===== src/common/fetch_pkg.sv =====
`default_nettype none

package fetch_pkg;

    localparam int PC_W         = 32;
    localparam int NUM_WAYS     = 8;
    localparam int NUM_SETS     = 64;
    localparam int WAY_W        = 3;
    localparam int INDEX_W      = 6;
    localparam int OFFSET_W     = 3;
    localparam int TAG_W        = PC_W - INDEX_W - OFFSET_W;
    localparam int LINE_W       = 64;
    localparam int INSTR_W      = 32;
    localparam int PLRU_W       = NUM_WAYS - 1;
    localparam int UNCACHED_BIT = 31;  // Set means cached space

    typedef struct packed {
        logic [TAG_W-1:0]    tag;
        logic [INDEX_W-1:0]  index;
        logic [OFFSET_W-1:0] offset;
    } addr_fields_t;

    typedef union packed {
        logic [PC_W-1:0] raw;
        addr_fields_t    fields;
    } fetch_addr_t;

    typedef enum logic [1:0] {
        TRAP_NONE,
        TRAP_MISALIGN,
        TRAP_FETCH_FAULT
    } trap_t;

    typedef struct packed {
        logic [PC_W-1:0] pc;
        logic            fence;  // fence.i, no response
    } fetch_req_t;

    typedef struct packed {
        logic [PC_W-1:0]    pc;
        logic [INSTR_W-1:0] instr;
        trap_t              trap;
    } fetch_resp_t;

    typedef logic [NUM_WAYS-1:0] way_vec_t;

endpackage

`default_nettype wire


===== src/icache/icache_plru.sv =====
`default_nettype none

module icache_plru (
    input  logic                          clk,
    input  logic                          rst,
    input  logic [fetch_pkg::INDEX_W-1:0] index,
    input  logic                          lookup,
    input  fetch_pkg::way_vec_t           hit_ways,
    input  fetch_pkg::way_vec_t           set_valid,
    output logic [fetch_pkg::WAY_W-1:0]   victim_way
);

    logic [fetch_pkg::NUM_SETS-1:0][fetch_pkg::PLRU_W-1:0] tree;
    logic [fetch_pkg::PLRU_W-1:0] cur;
    logic [fetch_pkg::WAY_W-1:0]  hit_way;
    logic [fetch_pkg::WAY_W-1:0]  free_way;
    logic [fetch_pkg::WAY_W-1:0]  tree_way;
    logic                         any_free;

    assign cur      = tree[index];
    assign any_free = ~&set_valid;

    always_comb begin
        hit_way  = '0;
        free_way = '0;
        for (int w = fetch_pkg::NUM_WAYS - 1; w >= 0; w--) begin
            if (hit_ways[w]) begin
                hit_way = w[fetch_pkg::WAY_W-1:0];
            end
            if (!set_valid[w]) begin
                free_way = w[fetch_pkg::WAY_W-1:0];  // Lowest one wins
            end
        end
    end

    // Root, then pair select, then way within pair
    always_comb begin
        tree_way[2] = cur[0];
        tree_way[1] = tree_way[2] ? cur[2] : cur[1];
        tree_way[0] = cur[3 + tree_way[2:1]];
    end

    assign victim_way = any_free ? free_way : tree_way;

    always_ff @(posedge clk or posedge rst) begin
        if (rst) begin
            tree <= '0;
        end else if (lookup && |hit_ways) begin
            tree[index][0]                 <= ~hit_way[2];  // Point away from hit
            tree[index][1 + hit_way[2]]    <= ~hit_way[1];
            tree[index][3 + hit_way[2:1]]  <= ~hit_way[0];
        end
    end

endmodule

`default_nettype wire


===== config.mk =====
export PLATFORM = sky130hd
export DESIGN_NAME = icache_plru
export DESIGN_NICKNAME = d
export VERILOG_FILES = /design/src/common/fetch_pkg.sv /design/src/icache/icache_plru.sv
export SDC_FILE = /design/constraint.sdc
export NUM_CORES = 1
export LEC_CHECK = 0
export ABC_CLOCK_PERIOD_IN_PS = 12900
export BUFFER_PORTS_ARGS = -buffer_cell sky130_fd_sc_hd__buf_2
export CAP_MARGIN = 20
export CORE_MARGIN = 4
export CORE_UTILIZATION = 45
export DETAILED_ROUTE_END_ITERATION = 8
export PLACE_DENSITY_LB_ADDON = 0.05
export SLEW_MARGIN = 0
export SYNTH_ARGS = -nofsm -noshare
export SYNTH_HDL_FRONTEND = slang
export SYNTH_SLANG_ARGS = --single-unit

===== constraint.sdc =====
create_clock -name clk -period 12.9 [get_ports clk]
set_input_delay 0.645 -clock clk [delete_from_list [all_inputs] [get_ports clk]]
set_output_delay 0.645 -clock clk [all_outputs]
set_load 0.01 [all_outputs]

==> results by group <==
Status
  – Status: finished, final reports clean

Critical path
  – Critical path arrival: 5.55 ns
  – Critical Path End Type: output port
  – Reg-to-reg startpoint: tree[108]
  – Reg-to-reg slack, setup: 12.10 ns
  – CP required: 12.26 ns
  – Critical path launch point type: primary input
  – Worst R2R End: tree[108]
  – Max FO, Critical Path: 52
  – R2R depth: 2
  – CP Class: primary input to output port

Logic synthesis
  – Syn Inst Count: 2152
  – Top post-synthesis cells by count: 448 x dfrtp_1, 276 x o21ai_0, 272 x a21oi_1, 270 x a31oi_1, 161 x nand2_1
  – Top cells by area, synth: dfrtp_1 53%, a31oi_1 8.0%, o21ai_0 6.5%
  – Syn_area_per_cell: about 10 sq um
  – Synth top area share: 52.9%
  – Post-Syn Area: 21200 sq um
  – Net count after synthesis: 2182
  – Ys flop type: dfrtp_1
  – Seq cells post-synth: 448
  – Count of flip-flops with a built-in enable after synthesis: 0
  – Register area share after synthesis: 52.9%
  – Post-synth ARST share: 100%
  – Count leader, synth: dfrtp_1
  – Yosys warns: 0
  – Yosys top cell by area: dfrtp_1
  – Synth cell types: 69

Placement
  – RePlAce Congestion: about 0.9
  – Dpl cells: between 2000 and 3000
  – Buffers on Ports: 27
  – Setup WS pre-CTS: around 6.7 ns
  – Post-DP HPWL: around 43000 microns

STA
  – Slew HR: 18.9%
  – RSZ-0062 raised after global routing: false
  – Worst Skew: 0 ns
  – Final period util: 48.0%
  – Endpoints failing setup: 0
  – Max Transition Viols Final: 0
  – Slew @ Worst Pin: approximately 1.2 ns
  – Fin crit period: 6.19 ns
  – Fmax: 161 MHz
  – Setup TNS Final: 0 ns
  – PnR worst setup slack: 6.71 ns
  – Final hold vios: 0

Global routing
  – First-pass GRT wire length: 108000 microns
  – Initial antenna violation count: 0
  – Vias in the first global route: about 17000
  – GR peak layer: met2
  – Total track usage: 27.3%
  – GRT overflow: 0
  – M2 GR Usage: 42.4%
  – Met3 Use GR: around 4.8%
  – Largest net degree at the start of global routing: around 210
  – M1 GR Usage: 39.5%

Cells and area
  – Final nets: 2106
  – Area delta synth->final: 10.5%
  – Core Util, Final: 50.3%
  – Fillcell total: 4294
  – Largest registers: tree x448
  – Max FFs per register: 448
  – Non-Filler Instances: ~2700
  – ANT cells: 0
  – Share of post-route cells with drive strength above 1: 9.30%
  – Biggest register: tree

CTS
  – Clock Tree Buf Depth: 3
  – CTS buffer count: 50
  – TritonCTS clock tree: done
  – H-tree depth: 2
  – Cts-stage hold buffer count: 0
  – CTS root buffer: clkbuf_16
  – Clk_lat worst skew: 0.59 ns
  – Clock Sinks: about 450
  – Clock transition at the registers of the reported paths: approximately 0.06 ns
  – Setup Buffers After CTS: 0
  – Post-cts sizing count: 0

Drt
  – Detailed Route WL: 70000 microns
  – Pre-antenna DRT Iters: 6
  – Per-cell routed wire length: 25.8 microns
  – Routed Antenna Nets: 0
  – Via/cell ratio: 6.60
  – Residual DRC count: 0
  – Initial DRC count: 2250
  – Via count: 17910

Power and ir drop
  – Int Pwr: 2550 uW
  – Share of power burned in the clock network: 41.0%
  – Power density cells: between 100 and 150 nW/um^2
  – Net Sw Power: around 950 uW
  – Max IR drop VDD: between 0.1 and 0.15 mV
  – Sw Ratio: 27.1%
  – Combinational Power Share: 12.0%
  – Share of power burned in registers: 47.0%
  – Static Leak: 0.00966 uW

Floorplan
  – Die area: between 50000 and 60000 sq um
  – Initial Utilization: between 40 and 50%
  – Die Wd: about 230 microns
  – Row count: a little under 80
  – Io pins: 28
  – Die Span Y: 225 microns
  – Core area: 46600 sq um

Min path
  – Hold crit path type: primary input to async pin

Job
  – # Max-Cap Violations: 0
layout by cell type (no fill, tap or decap), types with 24 or more instances in the layout:
cell type and n:
a31oi_1 268, o31ai_1 56, o21ai_0 276, buf_2 24, a221oi_1 24, nor2_1 96, buf_4 39, a21oi_1 271
nand2_1 161, o22ai_1 30, a22oi_1 80, clkbuf_16 51, dfrtp_1 448, mux2i_1 35
routing by layer:
metal	wire length (microns)	vias to the layer above
li1	-	8104
met1	30500	8956
met2	32200	717
met3	4990	133
met4	2260	0
met5	0	-
worst max-delay path, cell delays in order:
cell and delay [ns]:
buf_4 0.52, buf_4 0.71, and3_1 0.74, buf_4 0.37, a22oi_1 0.13, a31oi_1 0.20
a221o_1 0.21, nor4_4 0.09, mux2i_1 0.34, ha_1 0.32, inv_1 0.13, o211ai_1 0.11
o32ai_1 0.29, mux2i_1 0.14, a211oi_2 0.32, buf_2 0.19
cells by family (layout without fill, tap and decap cells):
logic type / count (synthesis) / in the layout / synth area share [%]
AOI/OAI and AO/OA: 1068 / 1068 / 30.1
adders and majority gates: 5 / 5 / 0.295
buffers and inverters: 210 / 166 / 4.23
DFF: 448 / 448 / 52.9
muxes: 67 / 67 / 4.57
and+or+nand+nor: 354 / 354 / 7.96
metrics by stage:
stage          hold slack (ns)  cell area, sq um  total power (uW)
6_report                 0.354             23400              3500
2_1_floorplan            0.445             21200              1930
3_3_place_gp             0.458             21700              2080
3_5_place_dp             0.470             21700              2090
5_1_grt                  0.461             23400              3650
4_1_cts                  0.409             23300              3530
cell type report:
| class | instances | area, sq um | share of cell area, % |
|---|---|---|---|
| sequential | 448 | 11200 | 47.9 |
| multi-input combinational | 1494 | 9230 | 39.4 |
| clock buffer | 73 | 1460 | 6.23 |
| tap | 607 | 759 | 3.24 |
| timing repair buffer | 69 | 543 | 2.32 |
| clock inverter | 11 | 163 | 0.695 |
| inverter | 13 | 52.6 | 0.224 |
power groups by stage:
stage                     registers, uW  logic [uW]  clock network (uW)
after global placement             1670         405                   0
after detailed placement           1670         418                   0
after CTS                          1650         417                1470
after global routing               1660         468                1520
final                              1650         420                1440
after floorplan                    1630         303                   0
worst max path at each step:
stage | startpoint | depth (start not counted) | slack, ns | end
after detailed placement | index[0] | 15 | 6.71 | victim_way[0]
after global placement | index[0] | 16 | 6.91 | victim_way[0]
after CTS | index[0] | 15 | 6.67 | victim_way[0]
final | index[2] | 16 | 6.71 | victim_way[0]
after global routing | index[2] | 16 | 6.54 | victim_way[0]
after floorplan | rst | 1 | 6.20 | tree[0]
No activity file was read; power rests on OpenSTA's default activity.
