### src/common/fetch_pkg.sv
`default_nettype none

package fetch_pkg;

    localparam int PC_W         = 32;
    localparam int NUM_WAYS     = 8;
    localparam int NUM_SETS     = 64;
    localparam int WAY_W        = 3;
    localparam int INDEX_W      = 6;
    localparam int OFFSET_W     = 3;
    localparam int TAG_W        = PC_W - INDEX_W - OFFSET_W;
    localparam int LINE_W       = 64;
    localparam int INSTR_W      = 32;
    localparam int PLRU_W       = NUM_WAYS - 1;
    localparam int UNCACHED_BIT = 31;  // Set means cached space

    typedef struct packed {
        logic [TAG_W-1:0]    tag;
        logic [INDEX_W-1:0]  index;
        logic [OFFSET_W-1:0] offset;
    } addr_fields_t;

    typedef union packed {
        logic [PC_W-1:0] raw;
        addr_fields_t    fields;
    } fetch_addr_t;

    typedef enum logic [1:0] {
        TRAP_NONE,
        TRAP_MISALIGN,
        TRAP_FETCH_FAULT
    } trap_t;

    typedef struct packed {
        logic [PC_W-1:0] pc;
        logic            fence;  // fence.i, no response
    } fetch_req_t;

    typedef struct packed {
        logic [PC_W-1:0]    pc;
        logic [INSTR_W-1:0] instr;
        trap_t              trap;
    } fetch_resp_t;

    typedef logic [NUM_WAYS-1:0] way_vec_t;

endpackage

`default_nettype wire

### src/common/axi_pkg.sv
`default_nettype none

package axi_pkg;

    localparam int ADDR_W = 32;
    localparam int DATA_W = 64;
    localparam int ID_W   = 4;
    localparam int LEN_W  = 8;

    localparam logic [ID_W-1:0] FETCH_ID = '0;

    localparam logic [1:0] BURST_FIXED = 2'b00;
    localparam logic [1:0] BURST_INCR  = 2'b01;

    localparam logic [2:0] SIZE_4B = 3'd2;
    localparam logic [2:0] SIZE_8B = 3'd3;

    typedef enum logic [1:0] {
        OKAY,
        EXOKAY,
        SLVERR,
        DECERR
    } resp_t;

    typedef struct packed {
        logic [ADDR_W-1:0] addr;
        logic [ID_W-1:0]   id;
        logic [LEN_W-1:0]  len;
        logic [2:0]        size;
        logic [1:0]        burst;
    } axi_ar_t;

    typedef struct packed {
        logic [DATA_W-1:0] data;
        logic [ID_W-1:0]   id;
        resp_t             resp;
        logic              last;
    } axi_r_t;

endpackage

`default_nettype wire

### src/design/fetch_ctrl.sv
`default_nettype none

module fetch_ctrl (
    input  logic                          clk,
    input  logic                          rst,
    input  logic                          req_valid,
    output logic                          req_ready,
    input  fetch_pkg::fetch_req_t         req,
    output logic                          resp_valid,
    input  logic                          resp_ready,
    output fetch_pkg::fetch_resp_t        resp,
    output logic                          ar_valid,
    input  logic                          ar_ready,
    output axi_pkg::axi_ar_t              ar,
    input  logic                          r_valid,
    output logic                          r_ready,
    input  axi_pkg::axi_r_t               r,
    output logic [fetch_pkg::INDEX_W-1:0] index,
    output logic [fetch_pkg::TAG_W-1:0]   tag,
    input  fetch_pkg::way_vec_t           hit_ways,
    input  logic [fetch_pkg::LINE_W-1:0]  lines [fetch_pkg::NUM_WAYS],
    input  logic [fetch_pkg::WAY_W-1:0]   victim_way,
    output logic                          lookup,
    output logic                          fill_en,
    output logic [fetch_pkg::WAY_W-1:0]   fill_way,
    output logic [fetch_pkg::LINE_W-1:0]  fill_line,
    output logic                          flush
);

    typedef enum logic [2:0] {IDLE, LOOKUP, AR, R, FILL, RESP} state_t;

    state_t                       state;
    fetch_pkg::fetch_addr_t       pc_q;
    fetch_pkg::fetch_resp_t       resp_q;
    fetch_pkg::fetch_resp_t       lookup_resp;
    logic [fetch_pkg::LINE_W-1:0] line_q;
    logic [fetch_pkg::LINE_W-1:0] hit_line;
    logic                         cached;
    logic                         misalign;
    logic                         r_ok;

    function automatic logic [fetch_pkg::INSTR_W-1:0] pick_instr(
        input logic [fetch_pkg::LINE_W-1:0] line,
        input logic                         upper
    );
        return upper ? line[63:32] : line[31:0];
    endfunction

    assign index    = pc_q.fields.index;
    assign tag      = pc_q.fields.tag;
    assign cached   = pc_q.raw[fetch_pkg::UNCACHED_BIT];
    assign misalign = pc_q.fields.offset[1:0] != 2'b00;
    assign r_ok     = (r.resp == axi_pkg::OKAY) || (r.resp == axi_pkg::EXOKAY);

    always_comb begin
        hit_line = '0;
        for (int w = 0; w < fetch_pkg::NUM_WAYS; w++) begin
            if (hit_ways[w]) begin
                hit_line = hit_line | lines[w];
            end
        end
    end

    always_comb begin
        lookup_resp.pc    = pc_q.raw;
        lookup_resp.instr = misalign ? '0 : pick_instr(hit_line, pc_q.fields.offset[2]);
        lookup_resp.trap  = misalign ? fetch_pkg::TRAP_MISALIGN : fetch_pkg::TRAP_NONE;
    end

    assign req_ready  = state == IDLE;
    assign flush      = req_ready && req_valid && req.fence;
    assign lookup     = (state == LOOKUP) && cached && !misalign;
    assign resp_valid = ((state == LOOKUP) && (misalign || (lookup && |hit_ways)))
                        || (state == RESP);
    assign resp       = (state == LOOKUP) ? lookup_resp : resp_q;
    assign ar_valid   = state == AR;
    assign r_ready    = state == R;
    assign fill_en    = state == FILL;
    assign fill_way   = victim_way;
    assign fill_line  = line_q;

    // Single beat, line aligned when cached
    always_comb begin
        ar.addr  = cached ? {pc_q.raw[31:fetch_pkg::OFFSET_W], {fetch_pkg::OFFSET_W{1'b0}}}
                          : pc_q.raw;
        ar.id    = axi_pkg::FETCH_ID;
        ar.len   = '0;
        ar.size  = cached ? axi_pkg::SIZE_8B : axi_pkg::SIZE_4B;
        ar.burst = axi_pkg::BURST_FIXED;
    end

    always_ff @(posedge clk or posedge rst) begin
        if (rst) begin
            state <= IDLE;
        end else begin
            case (state)
                IDLE: begin
                    if (req_valid && !req.fence) begin
                        state <= LOOKUP;
                    end
                end
                LOOKUP: begin
                    if (resp_valid) begin
                        state <= resp_ready ? IDLE : RESP;
                    end else begin
                        state <= AR;  // Miss or uncached
                    end
                end
                AR: begin
                    if (ar_ready) begin
                        state <= R;
                    end
                end
                R: begin
                    if (r_valid) begin
                        state <= (r_ok && cached) ? FILL : RESP;
                    end
                end
                FILL: begin
                    state <= RESP;
                end
                RESP: begin
                    if (resp_ready) begin
                        state <= IDLE;
                    end
                end
                default: begin
                    state <= IDLE;
                end
            endcase
        end
    end

    always_ff @(posedge clk) begin
        if (req_ready && req_valid && !req.fence) begin
            pc_q.raw <= req.pc;
        end
        if (state == LOOKUP) begin
            resp_q <= lookup_resp;  // Held if stalled
        end
        if (r_ready && r_valid) begin
            line_q       <= r.data;
            resp_q.pc    <= pc_q.raw;
            resp_q.instr <= pick_instr(r.data, pc_q.fields.offset[2]);
            resp_q.trap  <= r_ok ? fetch_pkg::TRAP_NONE : fetch_pkg::TRAP_FETCH_FAULT;
        end
    end

endmodule

`default_nettype wire

### config.mk
export PLATFORM = sky130hd
export DESIGN_NAME = fetch_ctrl
export DESIGN_NICKNAME = d
export VERILOG_FILES = /design/src/common/fetch_pkg.sv /design/src/common/axi_pkg.sv /design/src/design/fetch_ctrl.sv
export SDC_FILE = /design/constraint.sdc
export NUM_CORES = 1
export LEC_CHECK = 0
export ABC_CLOCK_PERIOD_IN_PS = 2600
export BUFFER_PORTS_ARGS = -buffer_cell sky130_fd_sc_hd__buf_4
export CELL_PAD_IN_SITES_DETAIL_PLACEMENT = 1
export CELL_PAD_IN_SITES_GLOBAL_PLACEMENT = 2
export CORE_AREA = 2 2 331 333
export DETAILED_ROUTE_END_ITERATION = 8
export DIE_AREA = 0 0 333 335
export PLACE_DENSITY_LB_ADDON = 0.2
export SYNTH_ARGS = -nofsm -noshare
export SYNTH_HDL_FRONTEND = slang
export SYNTH_SLANG_ARGS = --single-unit
export TNS_END_PERCENT = 10
### constraint.sdc
create_clock -name clk -period 2.6 [get_ports clk]
set_input_delay 0.13 -clock clk [delete_from_list [all_inputs] [get_ports clk]]
set_output_delay 0.13 -clock clk [all_outputs]
set_load 0.1 [all_outputs]
==> metrics.md, run 1 <==
| Metric | Value |
|---|---|
| Proportion of layout cells with a drive suffix above 1 | `0.510` |
| Crit path arrival time | `2.46 ns` |
| Clk sinks | `165` |
| Capturing point of the worst reg2reg path | `resp_q[31]` |
| Fin crit share | `0.995` |
| Cell taking the most area after synthesis | `edfxtp_1` |
| Final Critical Period | `2.59 ns` |
| Instance count along the most critical hold path | `5` |
| Max-slew violation total from the final report | `0` |
| Mean post-synth cell area | `9.07 um2` |
| CP max FO | `5` |
| Worst slack at placement | `-0.0302 ns` |
| Reg clk slew, reported paths | `0.09 ns` |
| Number of flops mapped to enable cells by yosys | `96` |
| Total detailed-routing wirelength | `84.6 mm` |
| Crit path setup slack, layout | `0.0128 ns` |
| Number of vias in the routed layout | `12900` |
| Overall power consumption | `0.0175 W` |
| Hold Violations, Final | `0` |
| Max-capacitance violation count | `0` |
| Proportion of synthesized chip area in sequential cells | `0.431` |
| Area of the mapped netlist | `9920 um2` |
| Root buffer selected by CTS | `clkbuf_16` |
| Yosys top cell area share | `0.291` |
| Req. time, crit path | `2.47 ns` |
| First-pass GRT wire length | `112 mm` |
| Worst clock skew on the final layout | `0.0213 ns` |
| Worst Max-Slew Pin Slew | `0.845 ns` |
| Chip height | `335 um` |
| Cells after Synth | `1093` |
| Worst slew slack as a fraction of its limit | `0.433` |
| Hold Crit Class | `in -> reg` |
| Post-synthesis cell type count | `41` |
| I/O pin cnt | `851` |
| Sort of element at the start of the critical path | `register` |
| CP max stage cell | `or3b_4` |
| Area inside the core boundary | `108000 um2` |
| Worst flop-to-flop path startpoint | `pc_q[2]` |
| Total non-filler cell area in the finished layout | `20400 um2` |
| Slack of the worst reg-to-reg path | `0.16 ns` |
| Outcome | `finished clean` |
| Final setup fails | `0` |
| Cell types with the highest counts after synthesis | `nor2_1 (131), a22oi_1 (128), nand2_1 (103)` |
| Buffer levels on the longest clock path | `2` |
| Detailed-route vias per instance | `3.77` |
| Post-DP HPWL | `67.8 mm` |
| Most used standard cell by instance count after synthesis | `nor2_1` |
| Worst r2r path cells | `6` |
| Final routed DRC violation total | `0` |
| First-iteration detailed-routing DRC count | `807` |
| Clock latency reported for the late side of the worst-skew pair | `0.50 ns` |
| Horizontal die dimension | `333 um` |
| Highest clock rate | `387 MHz` |
| Area of the die | `112000 um2` |
| Worst path most repeated cell | `buf_12` |
| Final #Nets | `2621` |
| Maximum level of the CTS H-tree | `4` |
| Peak supply drop | `0.331 mV` |
| Slowest stage delay, CP | `0.42 ns` |
| Clock tree from TritonCTS | `done` |
| Kind of critical path | `reg -> out` |
| Leak | `8.66 nW` |
| Main synth FF type | `edfxtp_1` |
| Cell Pwr Density | `860 nW/um2` |
| Filler cells | `12800` |
| Core Rows | `121` |
| Residual antenna-violating net count after detailed routing | `0` |
| Dpl cell area | `17500 um2` |
| Endpoint type of the worst setup path | `output pin` |
| Critical path buffer and inverter count | `5` |
| Total overflow reported by the global router | `0` |
| Top cells by area, synth | `edfxtp_1 (29%), dfxtp_1 (13%), a22oi_1 (9.7%)` |
| Number of synthesized register bits | `165` |
| Initial core utilization | `0.0917` |
| Area Overhead vs Synth | `105%` |
| Synth warnings | `0` |
| Hold worst-path end | `resp_q[25]` |
| Final design utilization | `0.188` |
| Port Buffer Count | `822` |
| Mean routed wirelength per cell | `24.7 um` |
| Overall global routing resource usage | `0.144` |
| Initial antenna violation count | `15` |
| Proportion of synthesized flip-flops having asynchronous set or reset | `0.0182` |
| Largest delay share family, worst path | `buffers and inverters` |
| Unrepaired setup endpoints after global routing | `true` |
| Vias in the first global route | `13600` |
| Weighted congestion at the end of routability-driven global placement | `0.936` |
| Hold path startpoint | `lines[247]` |
| Total Negative Setup Slacks | `0 ns` |
| Series of cell instances along the critical path | `or3b_4 -> nor3_4 -> buf_12 -> buf_12 -> buf_16 -> o21ai_4 -> o21ai_2 -> buf_6 -> buf_12` |
| Pin count of the biggest net entering global routing | `71` |
| Detailed-router iteration count before antenna repair | `8` |
| Number of buffers created by CTS | `17` |
[layout by cell type, fill, tap and decap left out, drive strengths merged, types with 16 or more instances in the layout]
cell,n
nand2,103
nand3,65
buf,897
dlygate4sd3,139
a211oi,32
mux2i,32
a22oi,128
nor2,131
mux2,32
conb,16
a222oi,64
edfxtp,96
dfxtp,66
a31oi,33
o21ai,97
clkbuf,18
[cells by family (layout without fill, tap and decap cells)]
kind of cell	after synthesis	in the layout	share of synthesized area
mux	64	64	0.0686
buf+inv	179	1073	0.0992
simple gates	319	319	0.137
flops	165	165	0.431
other cells	2	22	0.000757
compound gates	364	364	0.263
[registers in the layout (all words and copies together) (netlist names)]
register and count:
fill_line 64, pc_q 32, resp_q 66, state 3
[final cells by class]
type | count | area [um2] | area share
Clock inverter | 15 | 156 | 0.00768
Timing Repair Buffer | 1037 | 8690 | 0.427
Sequential cell | 165 | 4280 | 0.210
Tap cell | 1414 | 1770 | 0.0869
Multi-Input combinational cell | 763 | 5010 | 0.246
Clock buffer | 17 | 425 | 0.0209
Inverter | 4 | 17.5 | 0.000860
Antenna cell | 6 | 15.0 | 0.000737
[what timing repair did]
action	CTS	global route
cloned	4	1
pin swaps	30	9
setup buffers	7	3
hold endpoints to repair	130	0
setup endpoints to repair	32	62
gates resized for setup	123	28
hold buffers	139	0
[routing by layer]
layer,up-vias,share of wire,global-route usage
li1,5922,-,-
met1,6301,0.42,0.177
met2,569,0.49,0.244
met3,91,0.062,0.0382
met4,12,0.025,0.0486
met5,-,0.00082,0
[worst reg2reg max path: cells and delay by family, from the launching register on]
family | cells | cell delay (ns)
buffers and inverters | 2 | 0.95
muxes | 1 | 0.66
DFF | 1 | 0.39
AOI/OAI and AO/OA | 2 | 0.25
and+or+nand+nor | 1 | 0.09
[how the worst max path moves through the flow]
stage	from	slack, ns	endpoint	depth (start not counted)
after floorplan	state[2]	-0.48	fill_en	2
after global placement	hit_ways[2]	0.06	resp[22]	8
after detailed placement	hit_ways[2]	-0.03	resp[22]	8
after CTS	state[1]	-0.1	resp[16]	7
after global routing	state[1]	-0.09	resp[3]	9
final	state[2]	0.01	resp[3]	9
[report_power, final]
part | internal [W] | switching, W | total (W)
logic | 0.00336 | 0.00797 | 0.0113
clock network | 0.00128 | 0.00138 | 0.00266
registers | 0.00332 | 0.000203 | 0.00352
total | 0.00796 | 0.00955 | 0.0175
[through the flow]
stage,instances,hold WS [ns]
CTS,3411,0.00493
finish,3421,0.0472
global placement,3229,0.0204
global route,3418,0.0631
detailed placement,3229,0.0201
floorplan,1107,-0.116
(Power assumes the default switching activity.)
==> inputs of run 2 (changes only) <==
CORE_AREA = 5 5 324 326   (was 2 2 331 333)
CTS_BUF_LIST = sky130_fd_sc_hd__clkbuf_8   (was not set)
DIE_AREA = 0 0 329 331   (was 0 0 333 335)
==> metrics.md, run 2 (synthesis results as in run 1) <==
| Metric | Value |
|---|---|
| Buffer levels on the longest clock path | `2` |
| Pin count of the biggest net entering global routing | `77` |
| Register with the most flip-flops | `resp_q` |
| Clk sinks | `165` |
| Worst slew slack as a fraction of its limit | `0.448` |
| Overall power consumption | `0.0168 W` |
| Peak supply drop | `0.421 mV` |
| Detailed-route vias per instance | `3.80` |
| Startpoint of the most critical setup path | `state[1]` |
| Total overflow reported by the global router | `0` |
| Post-DP HPWL | `70.0 mm` |
| Hold path startpoint | `lines[307]` |
| Proportion of layout cells with a drive suffix above 1 | `0.500` |
| Final Critical Period | `2.58 ns` |
| Endpoint type of the worst setup path | `output pin` |
| Hold Crit Class | `in -> reg` |
| Post-route worst hold slack | `0.0614 ns` |
| Crit path setup slack, layout | `0.0176 ns` |
| Reg clk slew, reported paths | `0.11 ns` |
| Root buffer selected by CTS | `clkbuf_8` |
| Fin crit share | `0.993` |
| Top library cells by usage in the layout, fill and taps aside | `buf_4 (837), dlygate4sd3_1 (152), nor2_1 (131)` |
| Core Rows | `117` |
| Sort of element at the start of the critical path | `register` |
| Max-slew violation total from the final report | `0` |
| Port Buffer Count | `822` |
| Number of vias in the routed layout | `12900` |
| Final #Nets | `2628` |
| First-iteration detailed-routing DRC count | `911` |
| Initial core utilization | `0.0978` |
| Kind of critical path | `reg -> out` |
| CP max FO | `6` |
| First-pass GRT wire length | `114 mm` |
| Worst clock skew on the final layout | `0.0215 ns` |
| Req. time, crit path | `2.47 ns` |
| Chip height | `331 um` |
| Detailed-router iteration count before antenna repair | `7` |
| Leak | `8.66 nW` |
| Clock latency reported for the late side of the worst-skew pair | `0.54 ns` |
| Area inside the core boundary | `101000 um2` |
| Total Negative Setup Slacks | `0 ns` |
| Max-capacitance violation count | `0` |
| Total detailed-routing wirelength | `87.1 mm` |
| Final design utilization | `0.200` |
| Highest clock rate | `387 MHz` |
| Worst r2r path cells | `5` |
| Commonest non-fill, non-tap cell in the layout | `buf_4` |
| Mean routed wirelength per cell | `25.7 um` |
| Instance count along the most critical hold path | `5` |
| Worst slack at placement | `0.139 ns` |
| Area Overhead vs Synth | `105%` |
| Cell Pwr Density | `828 nW/um2` |
| Clock tree from TritonCTS | `done` |
| Vias in the first global route | `13900` |
| Outcome | `finished clean` |
| Worst flop-to-flop path startpoint | `pc_q[2]` |
| Initial antenna violation count | `20` |
| Hold Violations, Final | `0` |
| Horizontal die dimension | `329 um` |
| Weighted congestion at the end of routability-driven global placement | `0.908` |
| Overall global routing resource usage | `0.149` |
| Maximum level of the CTS H-tree | `4` |
| Worst Max-Slew Pin Slew | `0.828 ns` |
| Crit path arrival time | `2.45 ns` |
| Final routed DRC violation total | `0` |
| Final setup fails | `0` |
| Flip-flop count of the largest register, all copies and words added | `66` |
| I/O pin cnt | `851` |
| Number of buffers created by CTS | `17` |
| Area of the die | `109000 um2` |
| Unrepaired setup endpoints after global routing | `true` |
| Residual antenna-violating net count after detailed routing | `0` |
## run 2: metrics by stage
stage               instance area (um2)  cells
floorplan                          9990   1107
global placement                  17600   3183
detailed placement                17600   3183
CTS                               20200   3372
global route                      20300   3385
finish                            20300   3389
## run 2: worst max-delay path, stage by stage (launching register included)
cell and delay [ns]:
dfrtp_1 0.39, or3b_4 0.42, nor3_4 0.16, buf_12 0.19
buf_12 0.12, buf_16 0.13, o21ai_4 0.08, o21ai_4 0.20
buf_12 0.20
## run 2: cell type report
cell class | count | area, um2
antenna | 13 | 32.5
clock inverter | 14 | 135
inverter | 4 | 17.5
fill | 11900 | 81100
clock buffer | 18 | 248
multi-input combinational | 763 | 5060
sequential | 165 | 4280
timing repair buffer | 1044 | 8830
tap | 1368 | 1710
## run 2: timing repair
item | in CTS | in global routing
hold endpoints to repair | 133 | 0
resized for setup | 123 | 12
hold buffers | 152 | 0
gates cloned | 4 | 2
endpoints found under the setup margin | 33 | 38
pin swaps | 32 | 7
buffers inserted | 5 | 2
## run 2: final timing paths
| kind | end | slack [ns] |
|---|---|---|
| worst max register to register | resp_q[30] | 0.13 |
| worst min-delay path | resp_q[21] | 0.06 |
| min in group asynchronous | state[1] | 0.09 |
| worst min register to register | resp_q[25] | 0.50 |
| worst max-delay path | resp[16] | 0.02 |
| max in group asynchronous | state[0] | 2.39 |
## run 2: where the power goes
part / switching, W / internal [W] / total [W]
combinational: 0.00795 / 0.00337 / 0.0113
sequential: 0.000202 / 0.00332 / 0.00352
clock: 0.00113 / 0.000873 / 0.00200
## run 2: layer usage
layer	global-route usage	routed length, um	share of wire	vias up
met5	0	64	0.00073	-
met4	0.0326	1260	0.014	8
met2	0.259	43700	0.50	558
met3	0.0370	5630	0.065	60
met1	0.186	36500	0.42	6324
li1	-	-	-	5936
